**config.mk**
```make
export PLATFORM = sky130hd
export DESIGN_NAME = tcdm_group
export DESIGN_NICKNAME = d
export VERILOG_FILES = /design/src/logic/tcdm_pkg.sv /design/src/logic/tcdm_group.sv /design/src/logic/tcdm_resp_xbar.sv /design/src/logic/tcdm_bank.sv /design/src/logic/tcdm_req_xbar.sv /design/src/logic/tcdm_rr_arbiter.sv
export SDC_FILE = /design/constraint.sdc
export NUM_CORES = 2
export LEC_CHECK = 0
export ABC_AREA = 1
export BUFFER_PORTS_ARGS = -buffer_cell sky130_fd_sc_hd__buf_2
export CAP_MARGIN = 20
export CORE_MARGIN = 4
export CORE_UTILIZATION = 30
export CTS_BUF_LIST = sky130_fd_sc_hd__clkbuf_16
export DETAILED_ROUTE_END_ITERATION = 10
export HOLD_SLACK_MARGIN = 0.1
export PLACE_DENSITY_LB_ADDON = 0.2
export RECOVER_POWER = 100
export SLEW_MARGIN = 15
export SYNTH_ARGS = -nofsm -noshare
export SYNTH_HDL_FRONTEND = slang
export SYNTH_SLANG_ARGS = --single-unit
```
**constraint.sdc**
```tcl
create_clock -name clk_i -period 5.55 [get_ports clk_i]
set_input_delay 1.665 -clock clk_i [delete_from_list [all_inputs] [get_ports clk_i]]
set_output_delay 1.665 -clock clk_i [all_outputs]
set_load 0.02 [all_outputs]
```
**src/logic/tcdm_pkg.sv**
```systemverilog
// --------------------
// Sizes and address types shared by the
// local memory group
// --------------------
package tcdm_pkg;

  // --------------------
  // Sizes
  // --------------------
  localparam int unsigned NumPorts    = 4;
  localparam int unsigned NumBanks    = 4;
  localparam int unsigned RowsPerBank = 16;
  localparam int unsigned DataWidth   = 32;
  localparam int unsigned StrbWidth   = DataWidth / 8;

  // Index widths
  localparam int unsigned BankIdxWidth = $clog2(NumBanks);
  localparam int unsigned RowWidth     = $clog2(RowsPerBank);
  localparam int unsigned PortIdxWidth = $clog2(NumPorts);
  localparam int unsigned AddrWidth    = BankIdxWidth + RowWidth;

  // --------------------
  // Types
  // --------------------
  typedef logic [DataWidth-1:0]    data_t;
  typedef logic [StrbWidth-1:0]    strb_t;
  typedef logic [BankIdxWidth-1:0] bank_idx_t;
  typedef logic [RowWidth-1:0]     row_t;
  typedef logic [PortIdxWidth-1:0] port_idx_t;

  // Word address, seen flat or split into row and bank
  // Bank in the low bits interleaves consecutive words across banks
  typedef union packed {
    logic [AddrWidth-1:0] flat;
    struct packed {
      row_t      row;
      bank_idx_t bank;
    } split;
  } tcdm_addr_u;

endpackage
```
**src/logic/tcdm_group.sv**
```systemverilog
// --------------------
// Local memory group: request crossbar, interleaved
// banks and response crossbar
// --------------------
module tcdm_group (
  input  logic                                          clk_i,
  input  logic                                          rst_n_i,
  // Requests
  input  logic                 [tcdm_pkg::NumPorts-1:0] req_valid_i,
  input  logic                 [tcdm_pkg::NumPorts-1:0] req_wen_i,
  input  tcdm_pkg::tcdm_addr_u [tcdm_pkg::NumPorts-1:0] req_addr_i,
  input  tcdm_pkg::strb_t      [tcdm_pkg::NumPorts-1:0] req_be_i,
  input  tcdm_pkg::data_t      [tcdm_pkg::NumPorts-1:0] req_wdata_i,
  output logic                 [tcdm_pkg::NumPorts-1:0] req_ready_o,
  // Responses
  output logic                 [tcdm_pkg::NumPorts-1:0] resp_valid_o,
  output tcdm_pkg::data_t      [tcdm_pkg::NumPorts-1:0] resp_rdata_o
);

  import tcdm_pkg::*;

  // --------------------
  // Crossbar to banks
  // --------------------
  logic      [NumBanks-1:0] bank_req;
  logic      [NumBanks-1:0] bank_wen;
  row_t      [NumBanks-1:0] bank_row;
  strb_t     [NumBanks-1:0] bank_be;
  data_t     [NumBanks-1:0] bank_wdata;
  port_idx_t [NumBanks-1:0] bank_ini;

  // Banks to crossbar
  logic      [NumBanks-1:0] bank_rvalid;
  data_t     [NumBanks-1:0] bank_rdata;
  port_idx_t [NumBanks-1:0] bank_rini;

  tcdm_req_xbar i_req_xbar (
    .clk_i       (clk_i      ),
    .rst_n_i     (rst_n_i    ),
    .req_valid_i (req_valid_i),
    .req_wen_i   (req_wen_i  ),
    .req_addr_i  (req_addr_i ),
    .req_be_i    (req_be_i   ),
    .req_wdata_i (req_wdata_i),
    .req_ready_o (req_ready_o),
    .bank_req_o  (bank_req   ),
    .bank_wen_o  (bank_wen   ),
    .bank_row_o  (bank_row   ),
    .bank_be_o   (bank_be    ),
    .bank_wdata_o(bank_wdata ),
    .bank_ini_o  (bank_ini   )
  );

  // --------------------
  // Bank array
  // --------------------
  for (genvar b = 0; b < NumBanks; b++) begin : gen_bank
    tcdm_bank i_bank (
      .clk_i   (clk_i         ),
      .rst_n_i (rst_n_i       ),
      .req_i   (bank_req[b]   ),
      .wen_i   (bank_wen[b]   ),
      .row_i   (bank_row[b]   ),
      .be_i    (bank_be[b]    ),
      .wdata_i (bank_wdata[b] ),
      .ini_i   (bank_ini[b]   ),
      .rvalid_o(bank_rvalid[b]),
      .rdata_o (bank_rdata[b] ),
      .rini_o  (bank_rini[b]  )
    );
  end

  // Read data back to its port
  tcdm_resp_xbar i_resp_xbar (
    .clk_i        (clk_i       ),
    .rst_n_i      (rst_n_i     ),
    .bank_rvalid_i(bank_rvalid ),
    .bank_rdata_i (bank_rdata  ),
    .bank_rini_i  (bank_rini   ),
    .resp_valid_o (resp_valid_o),
    .resp_rdata_o (resp_rdata_o)
  );

endmodule

```
**src/logic/tcdm_resp_xbar.sv**
```systemverilog
// --------------------
// Response crossbar, bank read data back to the tagged port
// --------------------
module tcdm_resp_xbar (
  input  logic                                           clk_i,
  input  logic                                           rst_n_i,
  // Bank side
  input  logic                [tcdm_pkg::NumBanks-1:0]   bank_rvalid_i,
  input  tcdm_pkg::data_t     [tcdm_pkg::NumBanks-1:0]   bank_rdata_i,
  input  tcdm_pkg::port_idx_t [tcdm_pkg::NumBanks-1:0]   bank_rini_i,
  // Port side
  output logic                [tcdm_pkg::NumPorts-1:0]   resp_valid_o,
  output tcdm_pkg::data_t     [tcdm_pkg::NumPorts-1:0]   resp_rdata_o
);

  import tcdm_pkg::*;

  logic [NumPorts-1:0][NumBanks-1:0] hit;

  // Which bank answers which port
  always_comb begin
    for (int p = 0; p < NumPorts; p++) begin
      for (int b = 0; b < NumBanks; b++) begin
        hit[p][b] = bank_rvalid_i[b] && (bank_rini_i[b] == port_idx_t'(p));
      end
    end
  end

  // OR-merge, at most one hit per port
  always_comb begin
    for (int p = 0; p < NumPorts; p++) begin
      resp_valid_o[p] = |hit[p];
      resp_rdata_o[p] = '0;
      for (int b = 0; b < NumBanks; b++) begin
        if (hit[p][b]) begin
          resp_rdata_o[p] = resp_rdata_o[p] | bank_rdata_i[b];
        end
      end
    end
  end

  // One grant per port a cycle earlier keeps responses apart
  for (genvar p = 0; p < NumPorts; p++) begin : gen_chk
    a_single_resp : assert property (@(posedge clk_i) disable iff (!rst_n_i)
      $onehot0(hit[p]));
  end

endmodule

```
**src/logic/tcdm_bank.sv**
```systemverilog
// --------------------
// Single-port SRAM bank with byte enables
// and a registered read response
// --------------------
module tcdm_bank (
  input  logic                clk_i,
  input  logic                rst_n_i,
  // Request, wen high is a write
  input  logic                req_i,
  input  logic                wen_i,
  input  tcdm_pkg::row_t      row_i,
  input  tcdm_pkg::strb_t     be_i,
  input  tcdm_pkg::data_t     wdata_i,
  input  tcdm_pkg::port_idx_t ini_i,
  // Read response
  output logic                rvalid_o,
  output tcdm_pkg::data_t     rdata_o,
  output tcdm_pkg::port_idx_t rini_o
);

  import tcdm_pkg::*;

  data_t     mem [RowsPerBank];
  logic      rvalid_q;
  data_t     rdata_q;
  port_idx_t rini_q;

  // --------------------
  // Storage
  // --------------------
  always_ff @(posedge clk_i) begin
    if (req_i && wen_i) begin
      for (int i = 0; i < StrbWidth; i++) begin
        if (be_i[i]) begin
          mem[row_i][8*i +: 8] <= wdata_i[8*i +: 8];
        end
      end
    end
  end

  // Read strobe, one cycle only
  always_ff @(posedge clk_i) begin
    if (!rst_n_i) begin
      rvalid_q <= 1'b0;
    end else begin
      rvalid_q <= req_i && !wen_i;
    end
  end

  // Data and tag of the read
  always_ff @(posedge clk_i) begin
    if (req_i && !wen_i) begin
      rdata_q <= mem[row_i];
      rini_q  <= ini_i;
    end
  end

  assign rvalid_o = rvalid_q;
  assign rdata_o  = rdata_q;
  assign rini_o   = rini_q;

endmodule

```
**src/logic/tcdm_req_xbar.sv**
```systemverilog
// --------------------
// Request crossbar: bank decode, per-bank arbitration
// and forwarding of the granted request with its tag
// --------------------
module tcdm_req_xbar (
  input  logic                                                clk_i,
  input  logic                                                rst_n_i,
  // Port side
  input  logic                  [tcdm_pkg::NumPorts-1:0]      req_valid_i,
  input  logic                  [tcdm_pkg::NumPorts-1:0]      req_wen_i,
  input  tcdm_pkg::tcdm_addr_u  [tcdm_pkg::NumPorts-1:0]      req_addr_i,
  input  tcdm_pkg::strb_t       [tcdm_pkg::NumPorts-1:0]      req_be_i,
  input  tcdm_pkg::data_t       [tcdm_pkg::NumPorts-1:0]      req_wdata_i,
  output logic                  [tcdm_pkg::NumPorts-1:0]      req_ready_o,
  // Bank side
  output logic                  [tcdm_pkg::NumBanks-1:0]      bank_req_o,
  output logic                  [tcdm_pkg::NumBanks-1:0]      bank_wen_o,
  output tcdm_pkg::row_t        [tcdm_pkg::NumBanks-1:0]      bank_row_o,
  output tcdm_pkg::strb_t       [tcdm_pkg::NumBanks-1:0]      bank_be_o,
  output tcdm_pkg::data_t       [tcdm_pkg::NumBanks-1:0]      bank_wdata_o,
  output tcdm_pkg::port_idx_t   [tcdm_pkg::NumBanks-1:0]      bank_ini_o
);

  import tcdm_pkg::*;

  logic [NumBanks-1:0][NumPorts-1:0] bank_reqs;
  logic [NumBanks-1:0][NumPorts-1:0] bank_gnt;
  logic [NumPorts-1:0][NumBanks-1:0] port_gnt;

  // --------------------
  // Bank decode
  // --------------------
  always_comb begin
    for (int b = 0; b < NumBanks; b++) begin
      for (int p = 0; p < NumPorts; p++) begin
        bank_reqs[b][p] = req_valid_i[p] &&
                          (req_addr_i[p].split.bank == bank_idx_t'(b));
        port_gnt[p][b]  = bank_gnt[b][p];
      end
    end
  end

  // One arbiter per bank
  for (genvar b = 0; b < NumBanks; b++) begin : gen_arb
    tcdm_rr_arbiter i_arb (
      .clk_i  (clk_i       ),
      .rst_n_i(rst_n_i     ),
      .req_i  (bank_reqs[b]),
      .gnt_o  (bank_gnt[b] )
    );
  end

  // Ready means this port holds its bank's grant
  always_comb begin
    for (int p = 0; p < NumPorts; p++) begin
      req_ready_o[p] = |port_gnt[p];
    end
  end

  // --------------------
  // Forward granted fields
  // --------------------
  always_comb begin
    for (int b = 0; b < NumBanks; b++) begin
      bank_req_o[b]   = |bank_gnt[b];
      bank_wen_o[b]   = 1'b0;
      bank_row_o[b]   = '0;
      bank_be_o[b]    = '0;
      bank_wdata_o[b] = '0;
      bank_ini_o[b]   = '0;
      for (int p = 0; p < NumPorts; p++) begin
        if (bank_gnt[b][p]) begin
          bank_wen_o[b]   = req_wen_i[p];
          bank_row_o[b]   = req_addr_i[p].split.row;
          bank_be_o[b]    = req_be_i[p];
          bank_wdata_o[b] = req_wdata_i[p];
          bank_ini_o[b]   = port_idx_t'(p);
        end
      end
    end
  end

  // A port addresses one bank, so two banks never grant it together
  for (genvar p = 0; p < NumPorts; p++) begin : gen_chk
    a_port_single_gnt : assert property (@(posedge clk_i) disable iff (!rst_n_i)
      $onehot0(port_gnt[p]));
  end

endmodule

```
**src/logic/tcdm_rr_arbiter.sv**
```systemverilog
// --------------------
// Round-robin arbiter, one requesting port per bank
// --------------------
module tcdm_rr_arbiter (
  input  logic                          clk_i,
  input  logic                          rst_n_i,
  input  logic [tcdm_pkg::NumPorts-1:0] req_i,
  output logic [tcdm_pkg::NumPorts-1:0] gnt_o
);

  import tcdm_pkg::*;

  port_idx_t ptr_q;
  port_idx_t win;
  logic      found;

  // First request at or after the pointer wins
  always_comb begin
    port_idx_t cand;
    gnt_o = '0;
    win   = ptr_q;
    found = 1'b0;
    for (int i = 0; i < NumPorts; i++) begin
      cand = ptr_q + port_idx_t'(i);
      if (!found && req_i[cand]) begin
        gnt_o[cand] = 1'b1;
        win         = cand;
        found       = 1'b1;
      end
    end
  end

  // Pointer moves just past the winner
  always_ff @(posedge clk_i) begin
    if (!rst_n_i) begin
      ptr_q <= '0;
    end else if (found) begin
      ptr_q <= win + port_idx_t'(1);
    end
  end

  // --------------------
  // Checks
  // --------------------
  a_gnt_onehot : assert property (@(posedge clk_i) disable iff (!rst_n_i)
    $onehot0(gnt_o));

  a_gnt_has_req : assert property (@(posedge clk_i) disable iff (!rst_n_i)
    (gnt_o & ~req_i) == '0);

endmodule

```
==> load_flow_metrics.sql <==
INSERT INTO impl_metrics (metric_group, metric, value, unit) VALUES
('status', 'status', 'complete, but fails checks', ''),
('status', 'violated_checks', 'capacitance limit, slew limit', ''),
('cts', 'clock_tree.htree_level_count', '4', ''),
('cts', 'path_clk_slew', '60', 'ps'),
('yosys', 'synthesis.instances', '10700', ''),
('die', 'die_width', '593', 'um'),
('sta', 'fin_tns_setup', '0', 'ps'),
('die', 'chipHeight', '593', 'um'),
('yosys', 'synth_flop_cell', 'edfxtp_1', ''),
('cts', 'clkLatencyLatePin', '910', 'ps'),
('critical_path', 'crit_path_max_fanout', '9', ''),
('placement', 'dpl_worst_slack', '34.6', 'ps'),
('critical_path', 'worst-setup-path-type', 'flop to output pin', ''),
('cells_and_area', 'mostFrequentLayoutCell', 'nand2_1', ''),
('die', 'io-pin-count', '314', ''),
('die', 'die_area', '352000', 'um2'),
('sta', 'least_margin_pin_slew', '2130', 'ps'),
('cells_and_area', 'most-common-layout-cells', '4723 x nand2_1, 2184 x edfxtp_1, 1140 x nand3_1', ''),
('route', 'vias_per_cell', '4.99', ''),
('job', 'maxCapViolations', '5', ''),
('cells_and_area', 'final_nets', '11400', ''),
('sta', 'timing.final.crit_period', '5530', 'ps'),
('sta', 'rsz0062_at_grt', 'false', ''),
('cts', 'cts_hold_buffers', '0', ''),
('cts', 'tritoncts_num_sinks', '2196', ''),
('yosys', 'mappedNetlistArea', '103000', 'um2'),
('cells_and_area', 'drive_gt1_share', '10.2', '%'),
('grt', 'grt_start_max_net_pins', '181', ''),
('cells_and_area', 'nFillCells', '34800', ''),
('cells_and_area', 'flow.area_growth_from_synthesis', '16.1', '%'),
('cts', 'tritoncts', 'done', ''),
('cells_and_area', 'final_design_area_no_fill', '119000', 'um2'),
('yosys', 'synth_mux_area_share', '0', '%'),
('route', 'post-route-drc-count', '0', ''),
('cts', 'numCtsBuffers', '245', ''),
('die', 'core_area', '340000', 'um2'),
('sta', 'finalHoldViolCount', '0', ''),
('die', 'starting_density', '30.2', '%'),
('grt', 'grtUsageTotal', '21.5', '%'),
('yosys', 'synth-async-reset-ratio', '0', '%'),
('yosys', 'synth-seq-cells', '2196', ''),
('critical_path', 'endpoint_kind', 'output pin', ''),
('placement', 'io_buffer_count', '313', ''),
('sta', 'post-route-worst-setup-slack', '17.9', 'ps'),
('sta', 'final-max-slew-violation-count', '169', ''),
('grt', 'gr-total-overflow', '0', ''),
('yosys', 'netlist_top_cells_area', 'edfxtp_1 64%, nand2_1 17%, nand3_1 5.6%, inv_1 2.0%, o21ai_0 1.6%', ''),
('sta', 'period_share', '99.7', '%'),
('worst_hold_path', 'hp-class', 'flop to flop', ''),
('critical_path', 'crit_path_start_kind', 'flop', ''),
('yosys', 'post_synth_num_cell_types', '42', ''),
('yosys', 'synth_largest_area_cell', 'edfxtp_1', ''),
('route', 'wl_per_cell', '24.3', 'um'),
('sta', 'timing.clock.skew', '59.7', 'ps'),
('critical_path', 'setup.reg_to_reg.worst_slack', '120', 'ps'),
('grt', 'grt_pass1_wl', '554000', 'um'),
('route', 'detail_route.wirelength', '389000', 'um'),
('critical_path', 'worst-endpoint-arrival', '3870', 'ps'),
('grt', 'grt_antenna_before_repair', '64', ''),
('yosys', 'largest_family_of_logic_cells_by_synthesized_area', 'simple AND/OR/NAND/NOR gates', ''),
('yosys', 'syn-num-nets', '11000', ''),
('cts', 'clock_tree_root', 'clkbuf_16', ''),
('yosys', 'synth_top_area_share', '63.9', '%'),
('sta', 'timing.fmax', '181', 'MHz'),
('placement', 'gpl.final_weighted_congestion', '0.948', ''),
('grt', 'number_of_global_route_vias_before_repair', '77300', ''),
('yosys', 'synth_adder_area_share', '0.329', '%'),
('yosys', 'yosysWarnings', '0', ''),
('route', 'detail_route.iter0.violations', '7480', ''),
('yosys', 'synth.yosys.seq_area_share', '64.1', '%'),
('yosys', 'avgSynthCellArea', '9.55', 'um2'),
('yosys', 'synth-xor-area-share', '0.0682', '%'),
('critical_path', 'crit_required', '3880', 'ps'),
('yosys', 'synth_simple_gate_area_share', '24.9', '%'),
('route', 'dr_total_vias', '79900', ''),
('sta', 'relSlewSlack', '-41.8', '%'),
('die', 'floorplan.rows', '214', ''),
('yosys', 'post_synth_edffs', '2184', ''),
('route', 'drt.antenna.violating_nets', '0', ''),
('cts', 'max-clock-path-buffers', '4', ''),
('placement', 'dp_hpwl', '270000', 'um'),
('yosys', 'synth_compound_area_share', '5.38', '%'),
('sta', 'setup_viol', '0', ''),
('route', 'detail_route.first_pass.iterations', '6', ''),
('placement', 'placed_area', '112000', 'um2');
## area by class of cell
cell class	instances	area (um2)	share of cell area, %
Sequential cell	2196	65800	55.2
Multi-Input combinational cell	7313	31800	26.7
Clock buffer	247	6180	5.19
Tap cell	4536	5680	4.76
Timing Repair Buffer	903	5420	4.55
Inverter	573	2170	1.82
Clock inverter	198	1980	1.66
Antenna cell	35	87.6	0.0735
## Yosys cell counts (8+ instances only)
| cell type | instances |
|---|---|
| nor2_1 | 375 |
| o21ai_0 | 330 |
| clkbuf_1 | 243 |
| ha_1 | 27 |
| a22oi_1 | 32 |
| buf_1 | 45 |
| buf_2 | 303 |
| o211ai_1 | 65 |
| nand3_1 | 1148 |
| buf_4 | 69 |
| o21ai_1 | 10 |
| xor2_1 | 8 |
| a221oi_1 | 13 |
| nor2_2 | 13 |
| nand4_1 | 20 |
| o221ai_1 | 39 |
| nor2_4 | 17 |
| o22ai_1 | 225 |
| a21oi_1 | 198 |
| dfxtp_1 | 12 |
| inv_1 | 537 |
| nor3_1 | 14 |
| edfxtp_1 | 2184 |
| inv_2 | 35 |
| nand2_2 | 19 |
| nand2_1 | 4720 |
## per-layer routing
layer	track usage, %	wire, um
met1	27.2	157000
met2	36.4	188000
met3	2.39	21800
met4	10.9	22000
met5	0	11
## kinds of logic (layout without fill, tap and decap cells)
| logic type | after synthesis | after routing |
|---|---|---|
| fa+ha+maj | 27 | 27 |
| simple gates | 6340 | 6340 |
| other cells | 0 | 35 |
| buf+inv | 1239 | 1921 |
| xor+xnor | 8 | 8 |
| flops | 2196 | 2196 |
| compound gates | 938 | 938 |
## path summary, 6_finish.rpt
kind                                                          start  depth (start not counted)                                                 to
hold reg to reg   i_req_xbar.gen_arb[2].i_arb.ptr_q[1]$_SDFFE_PN0P_                          3  i_req_xbar.gen_arb[2].i_arb.ptr_q[1]$_SDFFE_PN0P_
setup reg to reg  i_req_xbar.gen_arb[3].i_arb.ptr_q[1]$_SDFFE_PN0P_                         16            gen_bank[3].i_bank.mem[4][30]$_DFFE_PP_
hold / removal    i_req_xbar.gen_arb[2].i_arb.ptr_q[1]$_SDFFE_PN0P_                          3  i_req_xbar.gen_arb[2].i_arb.ptr_q[1]$_SDFFE_PN0P_
setup / recovery             gen_bank[0].i_bank.rvalid_o$_SDFF_PN0_                          9                                   resp_rdata_o[63]
## repair_timing
| item | in CTS | in global routing |
|---|---|---|
| gates resized for setup | 4 | 2 |
| gates cloned | 0 | 0 |
| setup buffers | 9 | 0 |
| setup endpoints to repair | 9 | 2 |
## registers in the layout, summed over array words and instances, names as in the netlist
signal,count
gen_bank.i_bank.rini_o,8
gen_bank.i_bank.mem,2048
gen_bank.i_bank.rvalid_o,4
i_req_xbar.gen_arb.i_arb.ptr_q,8
gen_bank.i_bank.rdata_o,128
## through the flow
step	util [%]	std cells	hold WS, ps
6_report	35.0	16000	694
5_1_grt	35.0	16000	766
4_1_cts	35.4	16000	693
3_5_place_dp	33.0	15500	672
3_3_place_gp	33.0	15500	664
2_1_floorplan	-	10700	584
## worst max-delay path, stage by stage, from the launching register on
cell	delay, ps
dfxtp_1	690
inv_1	200
nor3_2	430
clkinvlp_4	180
clkbuf_2	370
buf_4	310
o22ai_1	120
a21oi_1	60
o21ai_0	320
clkbuf_2	290
Power is not shown: default switching activity piles up to over one toggle a cycle in this logic, so the estimate is an artifact.
